**src/design/core_pkg.sv**
```systemverilog
// RV32I subset only: register and immediate ALU ops plus LW/SW, no branches, jumps or CSRs
`default_nettype none

package core_pkg;

  // Data and address width
  localparam int xlen_c = 32;

  // Only word access exists, funct3 for LW and SW
  localparam logic [2:0] f3_word_c = 3'b010;

  typedef logic [4:0] reg_idx_t;

  // Major opcodes of the subset, anything else decodes as a bubble
  typedef enum logic [6:0] {
    OP     = 7'b0110011,
    OP_IMM = 7'b0010011,
    LOAD   = 7'b0000011,
    STORE  = 7'b0100011
  } opcode_t;

  typedef enum logic [2:0] {
    F3_ADD = 3'b000,
    F3_SLT = 3'b010,
    F3_XOR = 3'b100,
    F3_OR  = 3'b110,
    F3_AND = 3'b111
  } funct3_t;

  // funct7 picks ADD or SUB
  typedef enum logic [6:0] {
    F7_BASE = 7'b0000000,
    F7_ALT  = 7'b0100000
  } funct7_t;

  typedef enum logic [2:0] {
    ALU_ADD,
    ALU_SUB,
    ALU_AND,
    ALU_OR,
    ALU_XOR,
    ALU_SLT
  } alu_op_t;

  typedef struct packed {
    logic [6:0] funct7;
    reg_idx_t   rs2;
    reg_idx_t   rs1;
    logic [2:0] funct3;
    reg_idx_t   rd;
    logic [6:0] opcode;
  } r_type_t;

  typedef struct packed {
    logic [11:0] imm;
    reg_idx_t    rs1;
    logic [2:0]  funct3;
    reg_idx_t    rd;
    logic [6:0]  opcode;
  } i_type_t;

  // Store offset is split around rs2
  typedef struct packed {
    logic [6:0] imm_hi;
    reg_idx_t   rs2;
    reg_idx_t   rs1;
    logic [2:0] funct3;
    logic [4:0] imm_lo;
    logic [6:0] opcode;
  } s_type_t;

  typedef union packed {
    r_type_t r;
    i_type_t i;
    s_type_t s;
  } instr_u;

endpackage

`default_nettype wire

```
**src/design/pipe_if.sv**
```systemverilog
// Stage-to-stage buses; only fetch to decode has back-pressure, later stages never stall
`default_nettype none

interface fetch_dec_if import core_pkg::*; ();
  logic              valid;
  logic [xlen_c-1:0] pc;
  logic [xlen_c-1:0] instr;
  logic              ready;

  modport source (output valid, pc, instr, input ready);
  modport sink (input valid, pc, instr, output ready);
endinterface


`default_nettype wire

```
**src/design/fetch_stage.sv**
```systemverilog
// IMEM_WORDS must be a power of two of at least 2; the load port only writes while rst is high
`default_nettype none

module fetch_stage import core_pkg::*; #(
  parameter int IMEM_WORDS = 64
) (
  input  logic                          clk,
  input  logic                          rst,
  input  logic                          imem_wr_en,
  input  logic [$clog2(IMEM_WORDS)-1:0] imem_wr_addr,
  input  logic [xlen_c-1:0]             imem_wr_data,
  fetch_dec_if.source                   fd
);

  localparam int imem_aw = $clog2(IMEM_WORDS);

  logic [xlen_c-1:0]  imem [IMEM_WORDS];
  logic [xlen_c-1:0]  pc;
  logic [imem_aw-1:0] pc_idx;
  logic               fetch_en;

  // PC wraps inside the array
  assign pc_idx = pc[imem_aw+1:2];

  // Refill when the fetch register is empty or being taken by decode
  assign fetch_en = !fd.valid || fd.ready;

  // Program load
  always_ff @(posedge clk)
  begin
    if (rst && imem_wr_en)
    begin
      imem[imem_wr_addr] <= imem_wr_data;
    end
  end

  always_ff @(posedge clk)
  begin
    if (rst)
    begin
      pc       <= '0;
      fd.valid <= 1'b0;
    end
    else if (fetch_en)
    begin
      pc       <= pc + xlen_c'(4);
      fd.valid <= 1'b1;
    end
  end

  // Fetch register payload
  always_ff @(posedge clk)
  begin
    if (fetch_en)
    begin
      fd.pc    <= pc;
      fd.instr <= imem[pc_idx];
    end
  end

endmodule

`default_nettype wire

```
**src/flat_wrapper.sv**
```systemverilog
// flat-port wrapper written by rule: the top's interface ports become plain ports
module fetch_stage_flat import core_pkg::*;
#(
  parameter int IMEM_WORDS = 64
)
  (clk, rst, imem_wr_en, imem_wr_addr, imem_wr_data, fd_valid, fd_pc, fd_instr, fd_ready);
  fetch_dec_if fd_i ();
  input  logic clk;
  input  logic rst;
  input  logic imem_wr_en;
  input  logic [$clog2(IMEM_WORDS)-1:0] imem_wr_addr;
  input  logic [xlen_c-1:0] imem_wr_data;
  output wire logic [$bits(fd_i.valid)-1:0] fd_valid;
  output wire logic [$bits(fd_i.pc)-1:0] fd_pc;
  output wire logic [$bits(fd_i.instr)-1:0] fd_instr;
  input wire logic [$bits(fd_i.ready)-1:0] fd_ready;
  assign fd_valid = fd_i.valid;
  assign fd_pc = fd_i.pc;
  assign fd_instr = fd_i.instr;
  assign fd_i.ready = fd_ready;
  fetch_stage #(.IMEM_WORDS(IMEM_WORDS)) u_core (.clk(clk), .rst(rst), .imem_wr_en(imem_wr_en), .imem_wr_addr(imem_wr_addr), .imem_wr_data(imem_wr_data), .fd(fd_i));
endmodule
```
**config.mk**
```make
export PLATFORM = sky130hd
export DESIGN_NAME = fetch_stage_flat
export DESIGN_NICKNAME = d
export VERILOG_FILES = /design/src/design/core_pkg.sv /design/src/design/pipe_if.sv /design/src/design/fetch_stage.sv /design/src/flat_wrapper.sv
export SDC_FILE = /design/constraint.sdc
export NUM_CORES = 2
export LEC_CHECK = 0
export ABC_AREA = 1
export BUFFER_PORTS_ARGS = -buffer_cell sky130_fd_sc_hd__buf_4
export CAP_MARGIN = 20
export CORE_ASPECT_RATIO = 1.2
export CORE_MARGIN = 2
export CORE_UTILIZATION = 40
export CTS_CLUSTER_SIZE = 8
export DETAILED_ROUTE_END_ITERATION = 12
export GPL_TIMING_DRIVEN = 0
export PLACE_DENSITY = 0.55
export SKIP_CTS_REPAIR_TIMING = 1
export SLEW_MARGIN = 25
export SYNTH_ARGS = -nofsm -noshare
export SYNTH_HDL_FRONTEND = slang
export SYNTH_SLANG_ARGS = --single-unit
```
**constraint.sdc**
```tcl
create_clock -name clk -period 3.75 [get_ports clk]
set_input_delay 0.375 -clock clk [delete_from_list [all_inputs] [get_ports clk]]
set_output_delay 0.375 -clock clk [all_outputs]
set_load 0.005 [all_outputs]
```
==> metrics <==
clock share of power 0.440; CP max FO 11; pre-CTS setup slack -705 ps; Synth Warn # 0; met1 Track Usage GR 0.338; DRC viols 0; Root Buffer clkbuf_16; nets 9052; Clk pin slew, worst setup/hold paths roughly 50 ps; commonest non-fill, non-tap cells in the layout 2786 x nand2_1, 2110 x edfxtp_1, 1026 x inv_1; max cap viols 0; Clock Skew approximately 47 ps; CTS buffer count 310; Crit path arrival time about 4500 ps; chip height 523 um; Setup TNS -973 ps; Distinct cells, synth 34; Worst R2R Path Depth 14; first-pass GRT wire length 444000 um; post-synthesis instance total 8477; Int Pwr 0.0427 W; sequential area share after synthesis 0.712; sequential share of power 0.468; failing checks hold timing, setup timing; RSZ-0062 raised after global routing false; CTS tree built; slowest stage delay, CP ~430 ps; FF-to-FF Start u_core.pc[2]$_SDFFE_PP0P_; Final Hold Fails 1; reg-to-reg slack, setup -100 ps; maximum clock rate between 0.2 and 0.3 GHz; Max-Slew Margin vs Limit 0.228; final worst setup slack -104 ps; core area roughly 0.22 mm^2; Sink Count about 2100; Fill cells 20100; Yosys top cell area share 0.705; Synth Cell Area 0.0898 mm^2; nature of the critical path endpoint register; most frequent CP cell nand2_1; sw frac 0.248; hold slack -3.16 ps; post-detail-place hpwl around 220000 um; Worst-Skew Late Latency 880 ps; Iteration-0 DRC Markers 7440; Hold EP u_core.pc[24]$_SDFFE_PP0P_; worst hold start rst; most used flip-flop cell after synthesis edfxtp_1; largest net degree at the start of global routing 65; die span in x 437 um; design area ~0.11 mm^2; Tot GR Track Use 0.275; input/output buffers a little over 100; Tightest Hold Check Type input port to register; DRT Pass-1 Iters 8; Net Sw Power 0.0141 W; Crit path required time 4360 ps; mean post-synth cell area roughly 11 um^2; Final ANT Viol Nets 0; initial core utilization 0.402; antenna violations before repair 30; routed len/inst between 20 and 30 um; met3 Resource Use GR 0.0469; DIE AREA approximately 0.23 mm^2; Max Root-Sink Buffers 4; share of cells above drive strength 1 0.0948; leak pwr 42.2 nW; area leader, netlist edfxtp_1; Setup violations, final 17; final worst path period need approximately 3900 ps; asr flop ratio synth 0; GR Util met2 0.448; commonest non-fill, non-tap cell in the layout nand2_1; DRT Wirelength 321000 um; worst hold path depth 2; final worst-path cycle share 1.03; DP Area 0.0974 mm^2; Logic pwr share 0.092; area grow syn2layout 17.9%; Post-synth EDFFs approximately 2100; top cells by area, synth edfxtp_1 71%, nand2_1 12%, nand3_1 5.3%; Worst-Margin Slew 1160 ps; crit start category register; Placer Congestion about 1.1; Setup CP Type register to register; Synth Register Bits 2141; most used routing layer in global routing met2; Power Density roughly 540 mW/mm^2; number of global-route vias before repair 60100; r2r endpoint u_core.fd.instr[5]$_DFFE_PP_; Via Count 63200; grt ovf 0; status finished with violations; Worst path slowest cell a21oi_1; worst IR drop on VDD 332 uV; row count between 150 and 200; crit path cell chain buf_4, inv_6, buf_8, buf_6, buf_4, buf_2, nand2_1, nand2_1, nand2_1, a21oi_1, nor2_1, nand2_1, nand3_1, nand2_1; fin. max-slew vios 0; H-tree levels 5; vias per inst between 5 and 6; io pins 107
## area by class of cell
type / count / area, um^2 / area share
Clock inverter: 17 / 240 / 0.00227
Buffer: 431 / 1920 / 0.0181
Tap cell: 2976 / 3720 / 0.0352
Multi-Input combinational cell: 4873 / 20700 / 0.195
Inverter: 1033 / 3880 / 0.0367
Antenna cell: 20 / 50.0 / 0.000473
Sequential cell: 2141 / 64000 / 0.604
Clock buffer: 347 / 8050 / 0.0760
Timing Repair Buffer: 219 / 3390 / 0.0320
## power groups by stage
stage	combinational (W)	sequential (W)	clock [W]
after floorplan	0.00237	0.0270	0
after global placement	0.00500	0.0270	0
after detailed placement	0.00513	0.0270	0
after CTS	0.00515	0.0266	0.0252
after global routing	0.00552	0.0266	0.0261
final	0.00523	0.0266	0.0250
## critical path, delay by kind of cell (launching register included)
kind | cells | cell delay (ps)
AOI/OAI and AO/OA | 1 | 430
buffers and inverters | 6 | 1600
DFF | 1 | 330
and+or+nand+nor | 7 | 1120
## worst max-delay path by stage
| stage | startpoint | to | slack [ps] | depth (start not counted) |
|---|---|---|---|---|
| after global routing | u_core.pc[3]$_SDFFE_PP0P_ | u_core.fd.instr[15]$_DFFE_PP_ | 2 | 10 |
| final | u_core.pc[2]$_SDFFE_PP0P_ | u_core.fd.instr[5]$_DFFE_PP_ | -100 | 14 |
| after CTS | u_core.pc[3]$_SDFFE_PP0P_ | u_core.fd.instr[2]$_DFFE_PP_ | -750 | 11 |
| after global placement | rst | u_core.imem[27][1]$_DFFE_PP_ | -2730 | 5 |
| after detailed placement | u_core.pc[3]$_SDFFE_PP0P_ | u_core.fd.instr[2]$_DFFE_PP_ | -710 | 11 |
| after floorplan | fd_ready | u_core.pc[24]$_SDFFE_PP0P_ | 560 | 9 |
## sequential cells by signal, indices dropped and copies added (netlist names)
name,count
u_core.imem,2048
u_core.fd.instr,32
u_core.fd.pc,30
u_core.pc,30
u_core.fd.valid,1
## synth_stat cells, types with 2 or more instances
library cell and instances:
buf_6 3, clkbuf_1 201, a31oi_1 2, nor2_1 696, nor3_1 8, buf_4 6, buf_2 148, nand2_1 2795
nand4_1 11, clkinv_1 2, o21ai_0 276, inv_2 4, and3_1 4, o21bai_1 3, buf_1 73, inv_1 1026
nand3_1 953, o211ai_1 7, edfxtp_1 2110, dfxtp_1 31, or2_2 28, a21oi_1 78
## stage by stage
stage	instances	total power, W	utilization
after floorplan	8478	0.0294	-
after CTS	12000	0.0569	0.473
after global placement	11600	0.0321	0.423
after detailed placement	11700	0.0322	0.436
final	12100	0.0568	0.474
after global routing	12000	0.0582	0.474
## logic make-up (layout without fill, tap and decap cells)
family | after synthesis | after routing | share of synthesized area
AND/OR/NAND/NOR | 4500 | 4500 | 0.203
flip-flops | 2141 | 2141 | 0.712
buffers and inverters | 1464 | 2047 | 0.0638
AO/OA/AOI/OAI | 370 | 370 | 0.0211
adder cells (fa/ha/maj) | 1 | 1 | 0.000139
other | 1 | 22 | 0.0000417
## metal layers
| metal | up-vias | wire length, um |
|---|---|---|
| li1 | 28800 | - |
| met1 | 30600 | 120000 |
| met2 | 3134 | 151000 |
| met3 | 700 | 26100 |
| met4 | 4 | 23300 |
| met5 | - | 21 |
Power figures use the tool's default switching activity.
