<file path="config.mk">
export PLATFORM = sky130hd
export DESIGN_NAME = memory_stage_flat
export DESIGN_NICKNAME = d
export VERILOG_FILES = /design/src/design/core_pkg.sv /design/src/design/pipe_if.sv /design/src/design/memory_stage.sv /design/src/flat_wrapper.sv
export SDC_FILE = /design/constraint.sdc
export NUM_CORES = 2
export LEC_CHECK = 0
export BUFFER_PORTS_ARGS = -buffer_cell sky130_fd_sc_hd__buf_4
export CAP_MARGIN = 25
export CORE_AREA = 8 8 470 472
export CTS_CLUSTER_DIAMETER = 50
export CTS_CLUSTER_SIZE = 20
export DETAILED_ROUTE_END_ITERATION = 10
export DIE_AREA = 0 0 478 480
export PLACE_DENSITY = 0.7
export SKIP_LAST_GASP = 1
export SYNTH_ARGS = -nofsm -noshare
export SYNTH_HDL_FRONTEND = slang
export SYNTH_SLANG_ARGS = --single-unit
</file>
<file path="constraint.sdc">
create_clock -name clk -period 3.35 [get_ports clk]
set_input_delay 0.5025 -clock clk [delete_from_list [all_inputs] [get_ports clk]]
set_output_delay 0.5025 -clock clk [all_outputs]
set_load 0.02 [all_outputs]
</file>
<file path="src/design/core_pkg.sv">
// RV32I subset only: register and immediate ALU ops plus LW/SW, no branches, jumps or CSRs
`default_nettype none

package core_pkg;

  // Data and address width
  localparam int xlen_c = 32;

  // Only word access exists, funct3 for LW and SW
  localparam logic [2:0] f3_word_c = 3'b010;

  typedef logic [4:0] reg_idx_t;

  // Major opcodes of the subset, anything else decodes as a bubble
  typedef enum logic [6:0] {
    OP     = 7'b0110011,
    OP_IMM = 7'b0010011,
    LOAD   = 7'b0000011,
    STORE  = 7'b0100011
  } opcode_t;

  typedef enum logic [2:0] {
    F3_ADD = 3'b000,
    F3_SLT = 3'b010,
    F3_XOR = 3'b100,
    F3_OR  = 3'b110,
    F3_AND = 3'b111
  } funct3_t;

  // funct7 picks ADD or SUB
  typedef enum logic [6:0] {
    F7_BASE = 7'b0000000,
    F7_ALT  = 7'b0100000
  } funct7_t;

  typedef enum logic [2:0] {
    ALU_ADD,
    ALU_SUB,
    ALU_AND,
    ALU_OR,
    ALU_XOR,
    ALU_SLT
  } alu_op_t;

  typedef struct packed {
    logic [6:0] funct7;
    reg_idx_t   rs2;
    reg_idx_t   rs1;
    logic [2:0] funct3;
    reg_idx_t   rd;
    logic [6:0] opcode;
  } r_type_t;

  typedef struct packed {
    logic [11:0] imm;
    reg_idx_t    rs1;
    logic [2:0]  funct3;
    reg_idx_t    rd;
    logic [6:0]  opcode;
  } i_type_t;

  // Store offset is split around rs2
  typedef struct packed {
    logic [6:0] imm_hi;
    reg_idx_t   rs2;
    reg_idx_t   rs1;
    logic [2:0] funct3;
    logic [4:0] imm_lo;
    logic [6:0] opcode;
  } s_type_t;

  typedef union packed {
    r_type_t r;
    i_type_t i;
    s_type_t s;
  } instr_u;

endpackage

`default_nettype wire

</file>
<file path="src/design/pipe_if.sv">
// Stage-to-stage buses; only fetch to decode has back-pressure, later stages never stall
`default_nettype none


interface ex_mem_if import core_pkg::*; ();
  logic              valid;
  logic [xlen_c-1:0] pc;
  logic [xlen_c-1:0] result;
  logic [xlen_c-1:0] store_data;
  reg_idx_t          rd;
  logic              reg_write;
  logic              mem_read;
  logic              mem_write;

  modport source (output valid, pc, result, store_data, rd, reg_write, mem_read, mem_write);
  modport sink (input valid, pc, result, store_data, rd, reg_write, mem_read, mem_write);
  modport monitor (input valid, rd, reg_write);
endinterface

`default_nettype wire

</file>
<file path="src/design/memory_stage.sv">
// DMEM_WORDS must be a power of two of at least 2; word access only, address bits 1:0 ignored
`default_nettype none

module memory_stage import core_pkg::*; #(
  parameter int DMEM_WORDS = 64
) (
  input  logic              clk,
  input  logic              rst,
  ex_mem_if.sink            em,
  output logic              wb_valid,
  output logic [xlen_c-1:0] wb_pc,
  output reg_idx_t          wb_rd,
  output logic [xlen_c-1:0] wb_data
);

  localparam int dmem_aw = $clog2(DMEM_WORDS);

  logic [xlen_c-1:0]  dmem [DMEM_WORDS];
  logic [dmem_aw-1:0] word_idx;
  logic [xlen_c-1:0]  load_data;

  assign word_idx  = em.result[dmem_aw+1:2];
  assign load_data = dmem[word_idx];

  // Store lands at the end of the memory cycle
  always_ff @(posedge clk)
  begin
    if (rst)
    begin
      for (int i = 0; i < DMEM_WORDS; i++)
        dmem[i] <= '0;
    end
    else if (em.valid && em.mem_write)
    begin
      dmem[word_idx] <= em.store_data;
    end
  end

  always_ff @(posedge clk)
  begin
    if (rst)
      wb_valid <= 1'b0;
    else
      wb_valid <= em.valid;
  end

  // Stores report the stored word as retire data
  always_ff @(posedge clk)
  begin
    wb_pc <= em.pc;
    wb_rd <= em.rd;
    if (em.mem_write)
      wb_data <= em.store_data;
    else if (em.mem_read)
      wb_data <= load_data;
    else
      wb_data <= em.result;
  end

endmodule

`default_nettype wire

</file>
<file path="src/flat_wrapper.sv">
// flat-port wrapper written by rule: the top's interface ports become plain ports
module memory_stage_flat import core_pkg::*;
#(
  parameter int DMEM_WORDS = 64
)
  (clk, rst, wb_valid, wb_pc, wb_rd, wb_data, em_valid, em_pc, em_result, em_store_data, em_rd, em_reg_write, em_mem_read, em_mem_write);
  ex_mem_if em_i ();
  input  logic clk;
  input  logic rst;
  output logic wb_valid;
  output logic [xlen_c-1:0] wb_pc;
  output reg_idx_t wb_rd;
  output logic [xlen_c-1:0] wb_data;
  input wire logic [$bits(em_i.valid)-1:0] em_valid;
  input wire logic [$bits(em_i.pc)-1:0] em_pc;
  input wire logic [$bits(em_i.result)-1:0] em_result;
  input wire logic [$bits(em_i.store_data)-1:0] em_store_data;
  input wire logic [$bits(em_i.rd)-1:0] em_rd;
  input wire logic [$bits(em_i.reg_write)-1:0] em_reg_write;
  input wire logic [$bits(em_i.mem_read)-1:0] em_mem_read;
  input wire logic [$bits(em_i.mem_write)-1:0] em_mem_write;
  assign em_i.valid = em_valid;
  assign em_i.pc = em_pc;
  assign em_i.result = em_result;
  assign em_i.store_data = em_store_data;
  assign em_i.rd = em_rd;
  assign em_i.reg_write = em_reg_write;
  assign em_i.mem_read = em_mem_read;
  assign em_i.mem_write = em_mem_write;
  memory_stage #(.DMEM_WORDS(DMEM_WORDS)) u_core (.clk(clk), .rst(rst), .em(em_i), .wb_valid(wb_valid), .wb_pc(wb_pc), .wb_rd(wb_rd), .wb_data(wb_data));
endmodule
</file>
==> flow_metrics.env <==
export IMPL_regToRegSetupSlack_ps=400
export IMPL_drt_total_wl_um=344000
export IMPL_insertion_delay_ps=860
export IMPL_final_nets=7253
export IMPL_synth_xor_area_share_pct=0
export IMPL_drcViolationCount=0
export IMPL_synth_area_mux_share_pct=8.27
export IMPL_first_global_vias=61450
export IMPL_grt_pass1_wl_um=474000
export IMPL_p_clk_share_pct=39.5
export IMPL_synth_top_family_by_area="simple AND/OR/NAND/NOR gates"
export IMPL_synth_fa_ha_area_share_pct=0
export IMPL_yosysMostFrequentCell="and2_1"
export IMPL_maxCapViolations=0
export IMPL_synth_area_per_cell_um2=14.1
export IMPL_finalHoldViolCount=0
export IMPL_final_util_pct=52.3
export IMPL_yosysWarnings=0
export IMPL_yosys_area_share_simple_pct=15.5
export IMPL_crit_buf_inv=4
export IMPL_worstHoldStart="em_result[22]"
export IMPL_clk_pin_slew_ps=60
export IMPL_io_pins=177
export IMPL_peakVddDrop_mv=0.501
export IMPL_yosysUniqueCellTypes=79
export IMPL_antenna_found_initial=41
export IMPL_path_cells="dlygate4sd3_1 > buf_4 > nor2b_1 > and2_1 > nand3_1 > buf_4 > nor2_2 > or2_2 > buf_4"
export IMPL_post_route_period_util_pct=93.1
export IMPL_comb_power_share_pct=9.7
export IMPL_cp_required_ps=3860
export IMPL_min_to="u_core.wb_data[22]$_DFF_P_"
export IMPL_cts_inserted_buffers=200
export IMPL_place_congestion=0.999
export IMPL_end_kind="flop"
export IMPL_first_pass_iters=9
export IMPL_clkSinkCount=2118
export IMPL_r2r_end="u_core.wb_data[22]$_DFF_P_"
export IMPL_area_growth_pct=16.8
export IMPL_setup_viol=0
export IMPL_reg2regPathDepth=7
export IMPL_grt_max_degree=66
export IMPL_reg2reg_from="u_core.dmem[4][22]$_SDFFCE_PN0P_"
export IMPL_hold_depth=3
export IMPL_yosysTopAreaCell="edfxtp_1"
export IMPL_antenna_left=0
export IMPL_p_per_area_mw_per_mm2=542
export IMPL_num_vias=64274
export IMPL_internal_power_mw=45.1
export IMPL_netlist_area_mm2=0.0956
export IMPL_grt_util_all_layers_pct=28.9
export IMPL_yosys_most_used_dff="edfxtp_1"
export IMPL_ys_seq_area_share_pct=65.8
export IMPL_crit_path_max_fanout=18
export IMPL_cp_slowest_cell="nand3_1"
export IMPL_initial_core_util_pct=44.8
export IMPL_drt_iter0_markers=11015
export IMPL_final_setup_skew_ps=41.3
export IMPL_io_buffers=175
export IMPL_layout_drive_gt1_share_pct=23.4
export IMPL_max_freq_mhz=321
export IMPL_core_area_mm2=0.213
export IMPL_dpl_cell_area_mm2=0.104
export IMPL_synth_edf_count=2048
export IMPL_slew_headroom_pct=23.7
export IMPL_ys_ff_latch=2118
export IMPL_cts_htree_levels=4
export IMPL_post_route_min_period_ps=3120
export IMPL_dp_hpwl_um=213000
export IMPL_critPathTopFamily="simple AND/OR/NAND/NOR gates"
export IMPL_cts_buffer_depth=3
export IMPL_startpoint_type="input pin"
export IMPL_post_cts_buffers=0
export IMPL_cp_slowest_stage_delay_ps=580
export IMPL_fp_dieH_um=480
export IMPL_synthArstFlopShare_pct=0
export IMPL_status="complete, no violations"
export IMPL_synthTopCellsByCount="2054 x and2_1, 2048 x edfxtp_1, 512 x clkbuf_1"
export IMPL_drv_slew=0
export IMPL_yosysTopAreaCellShare_pct=64.3
export IMPL_die_w_um=478
export IMPL_drt_wirelength_per_cell_um=33.8
export IMPL_swShare_pct=25.5
export IMPL_final_cell_area_mm2=0.112
export IMPL_rows=170
export IMPL_crit_top_cell="buf_4"
export IMPL_p_leak_nw=39.8
export IMPL_dieArea_mm2=0.229
export IMPL_fillers=17054
export IMPL_grt_ovfl_total=0
export IMPL_synth_compound_area_share_pct=7.07
export IMPL_syn_num_nets=6888
export IMPL_critPathKind="input pin to flop"
export IMPL_worstHoldPathType="input pin to flop"
export IMPL_viasPerCell=6.32
export IMPL_rsz0062_at_grt="false"
export IMPL_synth_area_leaders="edfxtp_1 64%, and2_1 13%, mux4_2 4.0%"
export IMPL_max_slew_worst_pin_slew_ps=1140
export IMPL_netlist_instances=6781
export IMPL_cts_root_buf="clkbuf_16"
export IMPL_cts_tree="yes"
export IMPL_pwr_share_seq_pct=50.8
export IMPL_arrival_ps=3630
export IMPL_switching_power_mw=15.4
per-layer routing:
layer	vias up	share of wire (%)	wire [µm]	global-route usage, %
met1	32286	34	117000	36.1
met5	-	0.023	80	0.168
li1	25746	-	-	-
met2	5134	44	150000	43.3
met4	12	8.4	28800	19.9
met3	1096	14	48200	8.61
worst max path at each step:
stage | depth (start not counted) | endpoint | from
6_report | 9 | u_core.dmem[23][16]$_SDFFCE_PN0P_ | rst
5_1_grt | 9 | u_core.dmem[23][10]$_SDFFCE_PN0P_ | rst
4_1_cts | 9 | u_core.dmem[15][25]$_SDFFCE_PN0P_ | rst
3_5_place_dp | 11 | u_core.wb_data[13]$_DFF_P_ | em_result[2]
3_3_place_gp | 11 | u_core.wb_data[13]$_DFF_P_ | em_result[2]
2_1_floorplan | 8 | u_core.dmem[17][0]$_SDFFCE_PN0P_ | em_result[4]
area by class of cell:
type                            count  area [µm²]  share of cell area (%)
Antenna cell                       21        52.6                  0.0471
Clock buffer                      215        5160                    4.62
Clock inverter                    157        1730                    1.55
Inverter                            5        28.8                  0.0258
Multi-Input combinational cell   3933       29700                    26.6
Sequential cell                  2118       62900                    56.3
Tap cell                         2838        3550                    3.18
Timing Repair Buffer              888        8510                    7.62
flip-flops by register name, summed over array words and instances (netlist names):
name             flops
u_core.wb_pc        32
u_core.wb_data      32
u_core.wb_valid      1
u_core.wb_rd         5
u_core.dmem       2048
per-stage QoR:
stage	total power, mW	worst slack (ps)	hold WS [ps]	TNS (ps)	std cells
after floorplan	33.8	751	530	0	6781
after global placement	36.8	-153	607	-280	9724
after detailed placement	36.9	-253	608	-367	9724
after CTS	60.4	437	6.59	0	10154
after global routing	61.7	281	48.3	0	10157
final	60.6	230	56.2	0	10175
tightest hold or removal path, stage by stage:
cell	delay, ps
buf_4	150
o22ai_1	140
a31oi_1	70
cells by family after synthesis:
logic type | Yosys count
AND/OR/NAND/NOR | 2467
flip-flops | 2118
AO/OA/AOI/OAI | 913
buffers and inverters | 730
multiplexers | 553
power groups by stage:
stage	combinational [mW]	clock [mW]	sequential, mW
floorplan	2.55	0	31.2
global placement	5.57	0	31.2
detailed placement	5.60	0	31.3
CTS	5.68	24.0	30.7
global route	5.92	25.0	30.8
finish	5.89	23.9	30.8
cell usage in the layout (no fill, tap or decap), types with 19 or more instances in the layout:
master and count:
nor2_2 59, a21oi_1 113, o21ai_0 75, a221oi_1 247, buf_12 134, a221o_1 27, nor2_1 85, dfxtp_1 70
mux2_2 203, diode_2 21, a31oi_1 33, o22ai_1 117, inv_6 32, clkbuf_16 204, a22oi_1 144, and2_1 2053
nand3_1 24, buf_4 693, clkinv_2 21, nand2_1 102, edfxtp_1 2048, mux4_2 168, or2_2 69, inv_8 21
o2bb2ai_1 31, dlygate4sd3_1 58, a211oi_1 19, mux2i_1 179, a22o_1 21
timing repair:
| action | 4_1_cts | 5_1_grt |
|---|---|---|
| gates resized for setup | 0 | 0 |
| hold buffers | 58 | 0 |
| setup endpoints to repair | 0 | 0 |
| endpoints found under the hold margin | 57 | 0 |
Power figures use the tool's default switching activity.
