[src/design/core_pkg.sv]
// RV32I subset only: register and immediate ALU ops plus LW/SW, no branches, jumps or CSRs
`default_nettype none

package core_pkg;

  // Data and address width
  localparam int xlen_c = 32;

  // Only word access exists, funct3 for LW and SW
  localparam logic [2:0] f3_word_c = 3'b010;

  typedef logic [4:0] reg_idx_t;

  // Major opcodes of the subset, anything else decodes as a bubble
  typedef enum logic [6:0] {
    OP     = 7'b0110011,
    OP_IMM = 7'b0010011,
    LOAD   = 7'b0000011,
    STORE  = 7'b0100011
  } opcode_t;

  typedef enum logic [2:0] {
    F3_ADD = 3'b000,
    F3_SLT = 3'b010,
    F3_XOR = 3'b100,
    F3_OR  = 3'b110,
    F3_AND = 3'b111
  } funct3_t;

  // funct7 picks ADD or SUB
  typedef enum logic [6:0] {
    F7_BASE = 7'b0000000,
    F7_ALT  = 7'b0100000
  } funct7_t;

  typedef enum logic [2:0] {
    ALU_ADD,
    ALU_SUB,
    ALU_AND,
    ALU_OR,
    ALU_XOR,
    ALU_SLT
  } alu_op_t;

  typedef struct packed {
    logic [6:0] funct7;
    reg_idx_t   rs2;
    reg_idx_t   rs1;
    logic [2:0] funct3;
    reg_idx_t   rd;
    logic [6:0] opcode;
  } r_type_t;

  typedef struct packed {
    logic [11:0] imm;
    reg_idx_t    rs1;
    logic [2:0]  funct3;
    reg_idx_t    rd;
    logic [6:0]  opcode;
  } i_type_t;

  // Store offset is split around rs2
  typedef struct packed {
    logic [6:0] imm_hi;
    reg_idx_t   rs2;
    reg_idx_t   rs1;
    logic [2:0] funct3;
    logic [4:0] imm_lo;
    logic [6:0] opcode;
  } s_type_t;

  typedef union packed {
    r_type_t r;
    i_type_t i;
    s_type_t s;
  } instr_u;

endpackage

`default_nettype wire

[src/design/pipe_if.sv]
// Stage-to-stage buses; only fetch to decode has back-pressure, later stages never stall
`default_nettype none


interface dec_ex_if import core_pkg::*; ();
  logic              valid;
  logic [xlen_c-1:0] pc;
  alu_op_t           alu_op;
  logic [xlen_c-1:0] operand_a;
  logic [xlen_c-1:0] operand_b;
  logic [xlen_c-1:0] store_data;
  reg_idx_t          rd;
  logic              reg_write;
  logic              mem_read;
  logic              mem_write;

  modport source (output valid, pc, alu_op, operand_a, operand_b, store_data, rd,
                  reg_write, mem_read, mem_write);
  modport sink (input valid, pc, alu_op, operand_a, operand_b, store_data, rd,
                reg_write, mem_read, mem_write);
  // Hazard check view
  modport monitor (input valid, rd, reg_write);
endinterface

interface ex_mem_if import core_pkg::*; ();
  logic              valid;
  logic [xlen_c-1:0] pc;
  logic [xlen_c-1:0] result;
  logic [xlen_c-1:0] store_data;
  reg_idx_t          rd;
  logic              reg_write;
  logic              mem_read;
  logic              mem_write;

  modport source (output valid, pc, result, store_data, rd, reg_write, mem_read, mem_write);
  modport sink (input valid, pc, result, store_data, rd, reg_write, mem_read, mem_write);
  modport monitor (input valid, rd, reg_write);
endinterface

`default_nettype wire

[src/design/execute_stage.sv]
// Single-cycle ALU, never stalls; loads and stores use the adder for base plus offset
`default_nettype none

module execute_stage import core_pkg::*; (
  input  logic     clk,
  input  logic     rst,
  dec_ex_if.sink   de,
  ex_mem_if.source em
);

  logic [xlen_c-1:0] alu_result;
  logic              less;

  // SLT compares as signed
  assign less = $signed(de.operand_a) < $signed(de.operand_b);

  always_comb
  begin
    case (de.alu_op)
      ALU_ADD: alu_result = de.operand_a + de.operand_b;
      ALU_SUB: alu_result = de.operand_a - de.operand_b;
      ALU_AND: alu_result = de.operand_a & de.operand_b;
      ALU_OR:  alu_result = de.operand_a | de.operand_b;
      ALU_XOR: alu_result = de.operand_a ^ de.operand_b;
      ALU_SLT: alu_result = {{(xlen_c-1){1'b0}}, less};
      default: alu_result = de.operand_a + de.operand_b;
    endcase
  end

  always_ff @(posedge clk)
  begin
    if (rst)
    begin
      em.valid     <= 1'b0;
      em.reg_write <= 1'b0;
      em.mem_read  <= 1'b0;
      em.mem_write <= 1'b0;
    end
    else
    begin
      em.valid     <= de.valid;
      em.reg_write <= de.reg_write;
      em.mem_read  <= de.mem_read;
      em.mem_write <= de.mem_write;
    end
  end

  // Result and pass-through payload
  always_ff @(posedge clk)
  begin
    em.pc         <= de.pc;
    em.result     <= alu_result;
    em.store_data <= de.store_data;
    em.rd         <= de.rd;
  end

endmodule

`default_nettype wire

[src/flat_wrapper.sv]
// flat-port wrapper written by rule: the top's interface ports become plain ports
module execute_stage_flat import core_pkg::*;
  (clk, rst, de_valid, de_pc, de_alu_op, de_operand_a, de_operand_b, de_store_data, de_rd, de_reg_write, de_mem_read, de_mem_write, em_valid, em_pc, em_result, em_store_data, em_rd, em_reg_write, em_mem_read, em_mem_write);
  dec_ex_if de_i ();
  ex_mem_if em_i ();
  input  logic clk;
  input  logic rst;
  input wire logic [$bits(de_i.valid)-1:0] de_valid;
  input wire logic [$bits(de_i.pc)-1:0] de_pc;
  input wire logic [$bits(de_i.alu_op)-1:0] de_alu_op;
  input wire logic [$bits(de_i.operand_a)-1:0] de_operand_a;
  input wire logic [$bits(de_i.operand_b)-1:0] de_operand_b;
  input wire logic [$bits(de_i.store_data)-1:0] de_store_data;
  input wire logic [$bits(de_i.rd)-1:0] de_rd;
  input wire logic [$bits(de_i.reg_write)-1:0] de_reg_write;
  input wire logic [$bits(de_i.mem_read)-1:0] de_mem_read;
  input wire logic [$bits(de_i.mem_write)-1:0] de_mem_write;
  output wire logic [$bits(em_i.valid)-1:0] em_valid;
  output wire logic [$bits(em_i.pc)-1:0] em_pc;
  output wire logic [$bits(em_i.result)-1:0] em_result;
  output wire logic [$bits(em_i.store_data)-1:0] em_store_data;
  output wire logic [$bits(em_i.rd)-1:0] em_rd;
  output wire logic [$bits(em_i.reg_write)-1:0] em_reg_write;
  output wire logic [$bits(em_i.mem_read)-1:0] em_mem_read;
  output wire logic [$bits(em_i.mem_write)-1:0] em_mem_write;
  assign de_i.valid = de_valid;
  assign de_i.pc = de_pc;
  assign de_i.alu_op = de_alu_op;
  assign de_i.operand_a = de_operand_a;
  assign de_i.operand_b = de_operand_b;
  assign de_i.store_data = de_store_data;
  assign de_i.rd = de_rd;
  assign de_i.reg_write = de_reg_write;
  assign de_i.mem_read = de_mem_read;
  assign de_i.mem_write = de_mem_write;
  assign em_valid = em_i.valid;
  assign em_pc = em_i.pc;
  assign em_result = em_i.result;
  assign em_store_data = em_i.store_data;
  assign em_rd = em_i.rd;
  assign em_reg_write = em_i.reg_write;
  assign em_mem_read = em_i.mem_read;
  assign em_mem_write = em_i.mem_write;
  execute_stage u_core (.clk(clk), .rst(rst), .de(de_i), .em(em_i));
endmodule
[config.mk]
export PLATFORM = sky130hd
export DESIGN_NAME = execute_stage_flat
export DESIGN_NICKNAME = d
export VERILOG_FILES = /design/src/design/core_pkg.sv /design/src/design/pipe_if.sv /design/src/design/execute_stage.sv /design/src/flat_wrapper.sv
export SDC_FILE = /design/constraint.sdc
export NUM_CORES = 1
export LEC_CHECK = 0
export BUFFER_PORTS_ARGS = -buffer_cell sky130_fd_sc_hd__buf_2
export CORE_MARGIN = 3
export CORE_UTILIZATION = 30
export CTS_BUF_LIST = sky130_fd_sc_hd__clkbuf_4 sky130_fd_sc_hd__clkbuf_8
export DETAILED_ROUTE_END_ITERATION = 8
export GPL_ROUTABILITY_DRIVEN = 0
export HOLD_SLACK_MARGIN = 0.12
export MAX_ROUTING_LAYER = met4
export PLACE_DENSITY_LB_ADDON = 0.25
export SKIP_CTS_REPAIR_TIMING = 1
export SYNTH_ARGS = -nofsm -noshare
export SYNTH_HDL_FRONTEND = slang
export SYNTH_SLANG_ARGS = --single-unit
[constraint.sdc]
create_clock -name clk -period 3.3 [get_ports clk]
set_clock_uncertainty 0.1 [all_clocks]
set_input_delay 0.66 -clock clk [delete_from_list [all_inputs] [get_ports clk]]
set_output_delay 0.66 -clock clk [all_outputs]
set_load 0.02 [all_outputs]
==> flow_results.xml, run 1 <==
<?xml version="1.0" encoding="UTF-8"?>
<metrics>
  <group name="route">
    <metric name="post_drt_wl_per_cell" unit="um">17.7</metric>
    <metric name="route.vias.total" unit="">8861</metric>
    <metric name="post_drt_via_cell_ratio" unit="">5.18</metric>
    <metric name="drt-total-wl" unit="mm">30.3</metric>
    <metric name="antenna_left" unit="">0</metric>
    <metric name="post-route-drc-count" unit="">0</metric>
    <metric name="drtPass1Iterations" unit="">5</metric>
    <metric name="drt_first_iter_violations" unit="">666</metric>
  </group>
  <group name="power">
    <metric name="switching_share" unit="">0.396</metric>
    <metric name="pwr_density_cell" unit="nW/um^2">372</metric>
    <metric name="power.static_leakage" unit="uW">0.00527</metric>
    <metric name="vdd_drop_max" unit="mV">0.207</metric>
    <metric name="total_switching_power" unit="uW">1570</metric>
    <metric name="power.share.clock" unit="">0.219</metric>
    <metric name="part_of_the_power_in_registers" unit="">0.357</metric>
    <metric name="finalPower" unit="uW">3970</metric>
    <metric name="p_comb_frac" unit="">0.424</metric>
    <metric name="power.internal" unit="uW">2400</metric>
  </group>
  <group name="cells_and_area">
    <metric name="area.sequential" unit="um^2">2100</metric>
    <metric name="final_cells" unit="">1710</metric>
    <metric name="layout.nets" unit="">1611</metric>
    <metric name="final_core_util" unit="">0.420</metric>
    <metric name="flow.area_growth_from_synthesis" unit="%">36.9</metric>
    <metric name="multiInputGateArea" unit="um^2">5090</metric>
    <metric name="final_cell_area" unit="um^2">10700</metric>
    <metric name="fill_cells" unit="">2658</metric>
    <metric name="layout-drive-gt1-share" unit="">0.332</metric>
  </group>
  <group name="timing">
    <metric name="worst_slew_margin_rel" unit="">0.463</metric>
    <metric name="slew_violations" unit="">0</metric>
    <metric name="period_minus_slack" unit="ns">3.16</metric>
    <metric name="unrepaired_setup_endpoints_after_global_routing" unit="">true</metric>
    <metric name="post-route-period-util" unit="">0.959</metric>
    <metric name="fin_setup_tns" unit="ns">0</metric>
    <metric name="max_freq" unit="MHz">316</metric>
    <metric name="worst_pin_slew" unit="ns">0.801</metric>
    <metric name="setup_viol" unit="">0</metric>
    <metric name="final-hold-violation-count" unit="">0</metric>
  </group>
  <group name="die">
    <metric name="core" unit="um^2">25400</metric>
    <metric name="die_w" unit="um">167</metric>
    <metric name="initial_core_util" unit="">0.307</metric>
    <metric name="chipHeight" unit="um">167</metric>
    <metric name="io-pin-count" unit="">247</metric>
    <metric name="core.rowCount" unit="">58</metric>
    <metric name="fp.dieArea" unit="um^2">28000</metric>
  </group>
  <group name="synthesis">
    <metric name="synth-seq-area-share" unit="">0.269</metric>
    <metric name="ys_async_sr_fraction" unit="">0</metric>
    <metric name="yosys_most_used_dff" unit="">sky130_fd_sc_hd__dfxtp_1</metric>
    <metric name="synth_enable_flop_cells" unit="">0</metric>
    <metric name="synth_cell_types" unit="">82</metric>
    <metric name="yosys_warnings" unit="">0</metric>
    <metric name="synth_top_cells_by_area" unit="">sky130_fd_sc_hd__dfxtp_1, sky130_fd_sc_hd__ha_1, sky130_fd_sc_hd__a21oi_1, sky130_fd_sc_hd__nor2_1, sky130_fd_sc_hd__inv_1</metric>
    <metric name="syn_avg_cell_area" unit="um^2">7.76</metric>
    <metric name="ys_seq_elements" unit="">105</metric>
    <metric name="netlist.area_leader.share" unit="">0.269</metric>
    <metric name="yosys.area.top_type" unit="">sky130_fd_sc_hd__dfxtp_1</metric>
    <metric name="synth_fp_nets" unit="">1245</metric>
    <metric name="post_synth_inst_count" unit="">1005</metric>
    <metric name="syn_area" unit="um^2">7800</metric>
  </group>
  <group name="grt">
    <metric name="antenna_violations_before_repair" unit="">4</metric>
    <metric name="grt_first_pass_wirelength" unit="mm">46.8</metric>
    <metric name="global_route.overflow_total" unit="">0</metric>
    <metric name="first_global_vias" unit="">8450</metric>
    <metric name="global_route.usage.total" unit="">0.215</metric>
    <metric name="grt_start_max_net_pins" unit="">47</metric>
  </group>
  <group name="setup_path">
    <metric name="critical_path.startpoint" unit="">de_operand_a[0]</metric>
    <metric name="worst_setup_path_start_kind" unit="">input pin</metric>
    <metric name="critPathRequiredTime" unit="ns">3.54</metric>
    <metric name="timing.critical_path.fanout_max" unit="">3</metric>
    <metric name="setup.worst_path.end_class" unit="">register</metric>
    <metric name="setup.worst_path.class" unit="">in2reg</metric>
    <metric name="arrival_time_worst_endpoint" unit="ns">3.40</metric>
  </group>
  <group name="flow_run">
    <metric name="max_cap_violations" unit="">0</metric>
  </group>
  <group name="cts">
    <metric name="cts.htree.levels" unit="">3</metric>
    <metric name="clkTransAtPathRegs" unit="ns">0.14</metric>
    <metric name="tritoncts.num_buffers" unit="">9</metric>
    <metric name="cts_tree" unit="">built</metric>
    <metric name="cts_max_path_buffers" unit="">2</metric>
    <metric name="cts_root_buf" unit="">sky130_fd_sc_hd__clkbuf_8</metric>
    <metric name="cts.sinks" unit="">105</metric>
  </group>
  <group name="min_path">
    <metric name="hold_path_depth" unit="">1</metric>
    <metric name="worstHoldStart" unit="">de_pc[12]</metric>
    <metric name="min-delay-path-class" unit="">in2reg</metric>
    <metric name="worstHoldEndpoint" unit="">u_core.em.pc[12]$_DFF_P_</metric>
  </group>
  <group name="status">
    <metric name="outcome" unit="">completed</metric>
  </group>
  <group name="placement">
    <metric name="detailed_place.area" unit="um^2">10400</metric>
    <metric name="portBuffers" unit="">246</metric>
    <metric name="place_hpwl" unit="mm">24.4</metric>
    <metric name="place.detailed.instances" unit="">1690</metric>
  </group>
</metrics>
area by class of cell:
type	instances	area share
Multi-Input combinational cell	742	0.477
Clock buffer	10	0.0123
Antenna cell	4	0.000938
Sequential cell	105	0.197
Tap cell	330	0.0387
Timing Repair Buffer	411	0.233
Clock inverter	6	0.00586
Inverter	102	0.0359
power by group through the flow:
stage	sequential, uW	combinational [uW]	clock [uW]
final	1420	1690	869
after global routing	1430	1840	953
after CTS	1420	1670	906
after detailed placement	1450	1660	0
after global placement	1450	1660	0
after floorplan	1600	809	0
registers in the layout (all words and copies together) (netlist names):
name	count
u_core.em.mem_read	1
u_core.em.mem_write	1
u_core.em.pc	32
u_core.em.rd	5
u_core.em.reg_write	1
u_core.em.result	32
u_core.em.store_data	32
u_core.em.valid	1
placed cells by master (no fill, tap or decap), types with 23 or more instances in the layout:
| cell | synthesis | layout |
|---|---|---|
| sky130_fd_sc_hd__buf_4 | 3 | 164 |
| sky130_fd_sc_hd__dfxtp_1 | 105 | 105 |
| sky130_fd_sc_hd__nor2_1 | 118 | 118 |
| sky130_fd_sc_hd__nor3_1 | 23 | 23 |
| sky130_fd_sc_hd__a21oi_1 | 100 | 100 |
| sky130_fd_sc_hd__nand2_1 | 60 | 60 |
| sky130_fd_sc_hd__ha_1 | 96 | 96 |
| sky130_fd_sc_hd__inv_1 | 98 | 98 |
| sky130_fd_sc_hd__o21ai_0 | 50 | 49 |
| sky130_fd_sc_hd__buf_2 | 16 | 246 |
cells by family (layout without fill, tap and decap cells):
family	after synthesis	after routing	share of synthesized area
compound gates	351	351	0.306
buf+inv	158	529	0.0810
fa+ha+maj	98	98	0.159
simple gates	267	267	0.154
mux	5	5	0.00658
other cells	0	4	0
flops	105	105	0.269
xor+xnor	21	21	0.0236
Yosys cell counts, drive strengths merged, types with 18 or more instances:
master  count
clkbuf     31
o22ai      19
xnor2      18
inv        99
o21ai      56
nand2      61
nor2      118
dfxtp     105
ha         96
nor3       23
a21oi     101
buf        25
worst max-delay path, stage by stage:
cell	delay, ns
sky130_fd_sc_hd__buf_2	0.10
sky130_fd_sc_hd__inv_1	0.07
sky130_fd_sc_hd__ha_1	0.18
sky130_fd_sc_hd__inv_1	0.06
sky130_fd_sc_hd__fa_1	0.38
sky130_fd_sc_hd__nor2b_1	0.17
sky130_fd_sc_hd__o221ai_1	0.22
sky130_fd_sc_hd__a21boi_1	0.14
sky130_fd_sc_hd__o21ai_1	0.20
sky130_fd_sc_hd__o21ai_0	0.12
sky130_fd_sc_hd__buf_4	0.17
sky130_fd_sc_hd__a2111oi_2	0.37
sky130_fd_sc_hd__buf_4	0.17
sky130_fd_sc_hd__o21a_1	0.12
sky130_fd_sc_hd__o21ai_0	0.08
sky130_fd_sc_hd__nor3_1	0.20
metal layers:
metal	track usage	share of wire	vias to the layer above	wire length, um
li1	-	-	4301	-
met1	0.276	0.44	4111	13300
met2	0.351	0.47	404	14200
met3	0.0385	0.077	45	2330
met4	0.0569	0.020	0	601
met5	-	0	-	0
through the flow:
| step | setup slack (ns) | hold slack [ns] |
|---|---|---|
| 3_5_place_dp | -0.431 | 0.664 |
| 4_1_cts | -0.0385 | 0.216 |
| 6_report | 0.137 | 0.238 |
| 5_1_grt | -0.105 | 0.211 |
| 2_1_floorplan | 0.147 | 0.588 |
| 3_3_place_gp | -0.388 | 0.662 |
worst max-delay path by stage:
stage / cells after the start / end / slack (ns)
final: 16 / u_core.em.result[30]$_DFF_P_ / 0.14
after floorplan: 11 / u_core.em.result[29]$_DFF_P_ / 0.15
after detailed placement: 16 / u_core.em.result[30]$_DFF_P_ / -0.43
after global routing: 16 / u_core.em.result[30]$_DFF_P_ / -0.10
after global placement: 16 / u_core.em.result[30]$_DFF_P_ / -0.39
after CTS: 16 / u_core.em.result[30]$_DFF_P_ / -0.04
Note: power is estimated with default switching activity, not from simulation.
==> run 2: changes to the inputs <==
CTS_BUF_LIST = not set   (was sky130_fd_sc_hd__clkbuf_4 sky130_fd_sc_hd__clkbuf_8)
==> flow_results.xml, run 2 (synthesis gave the netlist of run 1 again) <==
<?xml version="1.0" encoding="UTF-8"?>
<metrics>
  <group name="status">
    <metric name="outcome" unit="">completed</metric>
  </group>
  <group name="die">
    <metric name="core" unit="um^2">25400</metric>
    <metric name="initial_core_util" unit="">0.307</metric>
    <metric name="chipHeight" unit="um">167</metric>
    <metric name="die_w" unit="um">167</metric>
    <metric name="core.rowCount" unit="">58</metric>
    <metric name="io-pin-count" unit="">247</metric>
    <metric name="fp.dieArea" unit="um^2">28000</metric>
  </group>
  <group name="cells_and_area">
    <metric name="flow.area_growth_from_synthesis" unit="%">38.2</metric>
    <metric name="biggestRegsByFlops" unit="">u_core.em.pc: 32 flops, u_core.em.result: 32 flops, u_core.em.store_data: 32 flops</metric>
    <metric name="layout-drive-gt1-share" unit="">0.333</metric>
    <metric name="final_cell_area" unit="um^2">10800</metric>
    <metric name="layout.cells.most_common_list" unit="">sky130_fd_sc_hd__buf_2, sky130_fd_sc_hd__buf_4, sky130_fd_sc_hd__nor2_1</metric>
    <metric name="layout.cells.most_common" unit="">sky130_fd_sc_hd__buf_2</metric>
    <metric name="layout.nets" unit="">1611</metric>
  </group>
  <group name="cts">
    <metric name="cts_max_path_buffers" unit="">2</metric>
    <metric name="tritoncts.num_buffers" unit="">9</metric>
    <metric name="clkTransAtPathRegs" unit="ns">0.09</metric>
    <metric name="cts.sinks" unit="">105</metric>
    <metric name="cts.htree.levels" unit="">3</metric>
    <metric name="cts_tree" unit="">built</metric>
    <metric name="cts_root_buf" unit="">sky130_fd_sc_hd__clkbuf_16</metric>
  </group>
  <group name="route">
    <metric name="post_drt_wl_per_cell" unit="um">17.7</metric>
    <metric name="drt_first_iter_violations" unit="">725</metric>
    <metric name="drt-total-wl" unit="mm">30.3</metric>
    <metric name="post_drt_via_cell_ratio" unit="">5.16</metric>
    <metric name="post-route-drc-count" unit="">0</metric>
    <metric name="route.vias.total" unit="">8825</metric>
    <metric name="antenna_left" unit="">0</metric>
    <metric name="drtPass1Iterations" unit="">7</metric>
  </group>
  <group name="timing">
    <metric name="max_freq" unit="MHz">312</metric>
    <metric name="final-hold-violation-count" unit="">0</metric>
    <metric name="post-route-period-util" unit="">0.971</metric>
    <metric name="worst_pin_slew" unit="ns">0.786</metric>
    <metric name="slew_violations" unit="">0</metric>
    <metric name="worst_slew_margin_rel" unit="">0.473</metric>
    <metric name="period_minus_slack" unit="ns">3.20</metric>
    <metric name="unrepaired_setup_endpoints_after_global_routing" unit="">true</metric>
    <metric name="setup_viol" unit="">0</metric>
  </group>
  <group name="setup_path">
    <metric name="arrival_time_worst_endpoint" unit="ns">3.40</metric>
    <metric name="critical_path.startpoint" unit="">de_operand_a[0]</metric>
    <metric name="setup.worst_path.class" unit="">in2reg</metric>
    <metric name="worst_setup_path_start_kind" unit="">input pin</metric>
    <metric name="setup.worst_path.end_class" unit="">register</metric>
    <metric name="timing.critical_path.fanout_max" unit="">3</metric>
    <metric name="critPathRequiredTime" unit="ns">3.49</metric>
  </group>
  <group name="flow_run">
    <metric name="max_cap_violations" unit="">0</metric>
  </group>
  <group name="grt">
    <metric name="gr-usage-met1" unit="">0.277</metric>
    <metric name="global_route.usage.total" unit="">0.215</metric>
    <metric name="grt_first_pass_wirelength" unit="mm">46.9</metric>
    <metric name="globalRoute.busiestLayer" unit="">met2</metric>
    <metric name="globalRouteMet2Util" unit="">0.351</metric>
    <metric name="antenna_violations_before_repair" unit="">4</metric>
    <metric name="global_route.overflow_total" unit="">0</metric>
    <metric name="first_global_vias" unit="">8459</metric>
    <metric name="grt.met3_usage" unit="">0.0364</metric>
    <metric name="grt_start_max_net_pins" unit="">47</metric>
  </group>
  <group name="power">
    <metric name="pwr_density_cell" unit="nW/um^2">393</metric>
    <metric name="vdd_drop_max" unit="mV">0.234</metric>
    <metric name="power.static_leakage" unit="uW">0.00532</metric>
    <metric name="finalPower" unit="uW">4230</metric>
  </group>
  <group name="min_path">
    <metric name="worstHoldStart" unit="">de_pc[12]</metric>
    <metric name="min-delay-path-class" unit="">in2reg</metric>
  </group>
  <group name="placement">
    <metric name="place_hpwl" unit="mm">24.4</metric>
    <metric name="portBuffers" unit="">246</metric>
    <metric name="detailed_place.area" unit="um^2">10400</metric>
  </group>
</metrics>
## run 2: stage by stage
stage / TNS (ns) / instances / hold WS [ns] / utilization / setup WS (ns)
6_report: 0 / 1710 / 0.288 / 0.424 / 0.0956
5_1_grt: -0.172 / 1710 / 0.271 / 0.424 / -0.165
4_1_cts: -0.0945 / 1706 / 0.268 / 0.423 / -0.0945
3_5_place_dp: -3.62 / 1690 / 0.664 / 0.411 / -0.431
3_3_place_gp: -2.33 / 1690 / 0.662 / 0.411 / -0.388
2_1_floorplan: 0 / 1005 / 0.588 / - / 0.147
## run 2: area by class of cell
type                            instances  area, um^2
Multi-Input combinational cell        742        5100
Tap cell                              330         413
Fill cell                            2649       14600
Inverter                              102         383
Clock buffer                           10         229
Clock inverter                          6        62.6
Timing Repair Buffer                  411        2480
Sequential cell                       105        2100
Antenna cell                            4        10.0
## run 2: metal layers
metal  wire [um]  vias up
li1            -     4310
met1       13100     4051
met2       14000      411
met3        2480       53
met4         711        0
met5           0        -
## run 2: path summary, 6_finish.rpt
check,end,slack [ns],cells past startpoint
setup / recovery,u_core.em.result[30]$_DFF_P_,0.1,16
hold / removal,u_core.em.pc[12]$_DFF_P_,0.29,1
## run 2: critical path, cell delays in order
cell and delay [ns]:
sky130_fd_sc_hd__buf_2 0.10, sky130_fd_sc_hd__inv_1 0.07, sky130_fd_sc_hd__ha_1 0.17, sky130_fd_sc_hd__inv_1 0.06, sky130_fd_sc_hd__fa_1 0.38, sky130_fd_sc_hd__nor2b_1 0.17, sky130_fd_sc_hd__o221ai_1 0.22, sky130_fd_sc_hd__a21boi_1 0.15
sky130_fd_sc_hd__o21ai_1 0.20, sky130_fd_sc_hd__o21ai_0 0.12, sky130_fd_sc_hd__buf_4 0.16, sky130_fd_sc_hd__a2111oi_2 0.37, sky130_fd_sc_hd__buf_4 0.17, sky130_fd_sc_hd__o21a_1 0.12, sky130_fd_sc_hd__o21ai_0 0.08, sky130_fd_sc_hd__nor3_1 0.19
## run 2: power breakdown
group	leakage, uW	internal (uW)	switching, uW
logic	0.00429	711	976
registers	0.000885	1380	34.2
clock network	0.000142	534	592
==> run 3: changes to the inputs <==
CORE_MARGIN = 8   (was 3)
CORE_UTILIZATION = 40   (was 30)
==> flow_results.xml, run 3 (synthesis gave the netlist of run 1 again) <==
<?xml version="1.0" encoding="UTF-8"?>
<metrics>
  <group name="cts">
    <metric name="tritoncts.num_buffers" unit="">9</metric>
    <metric name="cts_max_path_buffers" unit="">2</metric>
    <metric name="cts.htree.levels" unit="">3</metric>
    <metric name="cts_tree" unit="">built</metric>
    <metric name="cts.sinks" unit="">105</metric>
    <metric name="cts_root_buf" unit="">sky130_fd_sc_hd__clkbuf_16</metric>
    <metric name="clkTransAtPathRegs" unit="ns">0.09</metric>
  </group>
  <group name="min_path">
    <metric name="hold_path_depth" unit="">1</metric>
    <metric name="worstHoldStart" unit="">de_store_data[6]</metric>
    <metric name="min-delay-path-class" unit="">in2reg</metric>
  </group>
  <group name="grt">
    <metric name="antenna_violations_before_repair" unit="">2</metric>
    <metric name="global_route.usage.total" unit="">0.241</metric>
    <metric name="grt_first_pass_wirelength" unit="mm">45.2</metric>
    <metric name="global_route.overflow_total" unit="">0</metric>
    <metric name="grt_start_max_net_pins" unit="">81</metric>
    <metric name="first_global_vias" unit="">8449</metric>
  </group>
  <group name="placement">
    <metric name="portBuffers" unit="">246</metric>
    <metric name="detailed_place.area" unit="um^2">10100</metric>
    <metric name="place_hpwl" unit="mm">23.3</metric>
  </group>
  <group name="cells_and_area">
    <metric name="final_cell_area" unit="um^2">10400</metric>
    <metric name="biggestRegsByFlops" unit="">u_core.em.pc: 32 flops, u_core.em.result: 32 flops, u_core.em.store_data: 32 flops</metric>
    <metric name="fill_cells" unit="">1921</metric>
    <metric name="layout.cells.most_common_list" unit="">sky130_fd_sc_hd__buf_2, sky130_fd_sc_hd__buf_4, sky130_fd_sc_hd__nor2_1</metric>
    <metric name="layout-drive-gt1-share" unit="">0.314</metric>
    <metric name="flow.area_growth_from_synthesis" unit="%">33.8</metric>
    <metric name="layout.cells.most_common" unit="">sky130_fd_sc_hd__buf_2</metric>
    <metric name="layout.nets" unit="">1581</metric>
  </group>
  <group name="flow_run">
    <metric name="max_cap_violations" unit="">0</metric>
  </group>
  <group name="setup_path">
    <metric name="critPathRequiredTime" unit="ns">3.46</metric>
    <metric name="setup.worst_path.end_class" unit="">register</metric>
    <metric name="timing.critical_path.fanout_max" unit="">6</metric>
    <metric name="worst_setup_path_start_kind" unit="">input pin</metric>
    <metric name="arrival_time_worst_endpoint" unit="ns">3.32</metric>
    <metric name="critical_path.startpoint" unit="">de_operand_a[6]</metric>
    <metric name="setup.worst_path.class" unit="">in2reg</metric>
  </group>
  <group name="route">
    <metric name="antenna_left" unit="">0</metric>
    <metric name="drtPass1Iterations" unit="">6</metric>
    <metric name="drt-total-wl" unit="mm">29.2</metric>
    <metric name="post_drt_via_cell_ratio" unit="">5.42</metric>
    <metric name="post-route-drc-count" unit="">0</metric>
    <metric name="post_drt_wl_per_cell" unit="um">18.1</metric>
    <metric name="route.vias.total" unit="">8743</metric>
    <metric name="drt_first_iter_violations" unit="">654</metric>
  </group>
  <group name="timing">
    <metric name="unrepaired_setup_endpoints_after_global_routing" unit="">false</metric>
    <metric name="max_freq" unit="MHz">316</metric>
    <metric name="slew_violations" unit="">0</metric>
    <metric name="fin_setup_tns" unit="ns">0</metric>
    <metric name="worst_slew_margin_rel" unit="">0.163</metric>
    <metric name="setup_viol" unit="">0</metric>
    <metric name="final-hold-violation-count" unit="">0</metric>
    <metric name="post-route-period-util" unit="">0.958</metric>
    <metric name="worst_pin_slew" unit="ns">1.25</metric>
    <metric name="hold_slack" unit="ns">0.282</metric>
    <metric name="period_minus_slack" unit="ns">3.16</metric>
  </group>
  <group name="power">
    <metric name="pwr_density_cell" unit="nW/um^2">399</metric>
    <metric name="finalPower" unit="uW">4170</metric>
    <metric name="power.static_leakage" unit="uW">0.00517</metric>
    <metric name="vdd_drop_max" unit="mV">0.260</metric>
  </group>
  <group name="die">
    <metric name="chipHeight" unit="um">156</metric>
    <metric name="initial_core_util" unit="">0.405</metric>
    <metric name="die_w" unit="um">156</metric>
    <metric name="core.rowCount" unit="">51</metric>
    <metric name="fp.dieArea" unit="um^2">24200</metric>
    <metric name="io-pin-count" unit="">247</metric>
    <metric name="core" unit="um^2">19300</metric>
  </group>
  <group name="status">
    <metric name="outcome" unit="">completed</metric>
  </group>
</metrics>
[run 3: cell count changes in the layout (fill, tap and decap cells not counted), moves of 2 or more]
cell | before | now
sky130_fd_sc_hd__buf_4 | 164 | 134
sky130_fd_sc_hd__a2111oi_2 | 2 | 0
sky130_fd_sc_hd__a2111oi_1 | 0 | 2
sky130_fd_sc_hd__diode_2 | 4 | 2
[run 3: through the flow]
stage	util	setup slack, ns	cells
after detailed placement	0.526	-0.312	1595
after floorplan	-	0.147	1005
after global routing	0.542	0.0246	1613
after global placement	0.526	-0.243	1595
final	0.542	0.139	1613
after CTS	0.541	0.0447	1611
[run 3: critical path, stage by stage]
cell,delay (ns)
sky130_fd_sc_hd__buf_2,0.10
sky130_fd_sc_hd__inv_1,0.04
sky130_fd_sc_hd__ha_1,0.40
sky130_fd_sc_hd__buf_4,0.16
sky130_fd_sc_hd__o211ai_1,0.07
sky130_fd_sc_hd__and3_1,0.24
sky130_fd_sc_hd__o31ai_4,0.26
sky130_fd_sc_hd__a41o_1,0.29
sky130_fd_sc_hd__o22ai_2,0.11
sky130_fd_sc_hd__o31a_1,0.32
sky130_fd_sc_hd__a21oi_2,0.16
sky130_fd_sc_hd__o21ai_1,0.09
sky130_fd_sc_hd__a2111o_1,0.43
[run 3: worst paths after layout]
| kind | end | slack [ns] |
|---|---|---|
| worst max-delay path | u_core.em.result[29]$_DFF_P_ | 0.14 |
| worst min-delay path | u_core.em.store_data[6]$_DFF_P_ | 0.28 |
[run 3: layout make-up]
| cell class | count | area (um^2) | area share |
|---|---|---|---|
| multi-input combinational | 742 | 5080 | 0.486 |
| timing repair buffer | 381 | 2260 | 0.216 |
| sequential | 105 | 2100 | 0.201 |
| inverter | 102 | 383 | 0.0367 |
| tap | 265 | 332 | 0.0318 |
| clock buffer | 10 | 229 | 0.0219 |
| clock inverter | 6 | 57.6 | 0.00551 |
| antenna | 2 | 5.00 | 0.000479 |
[run 3: where the power goes]
group	total, uW	switching (uW)	internal [uW]
Combinational	1640	955	681
Clock	1110	578	534
Sequential	1420	34.4	1380
Total	4170	1570	2600
[run 3: per-layer routing]
metal / vias up / global-route usage / part of all wire
met3: 58 / 0.0568 / 0.092
li1: 4255 / - / -
met2: 432 / 0.398 / 0.47
met5: - / - / 0
met1: 3998 / 0.283 / 0.41
met4: 0 / 0.0850 / 0.025
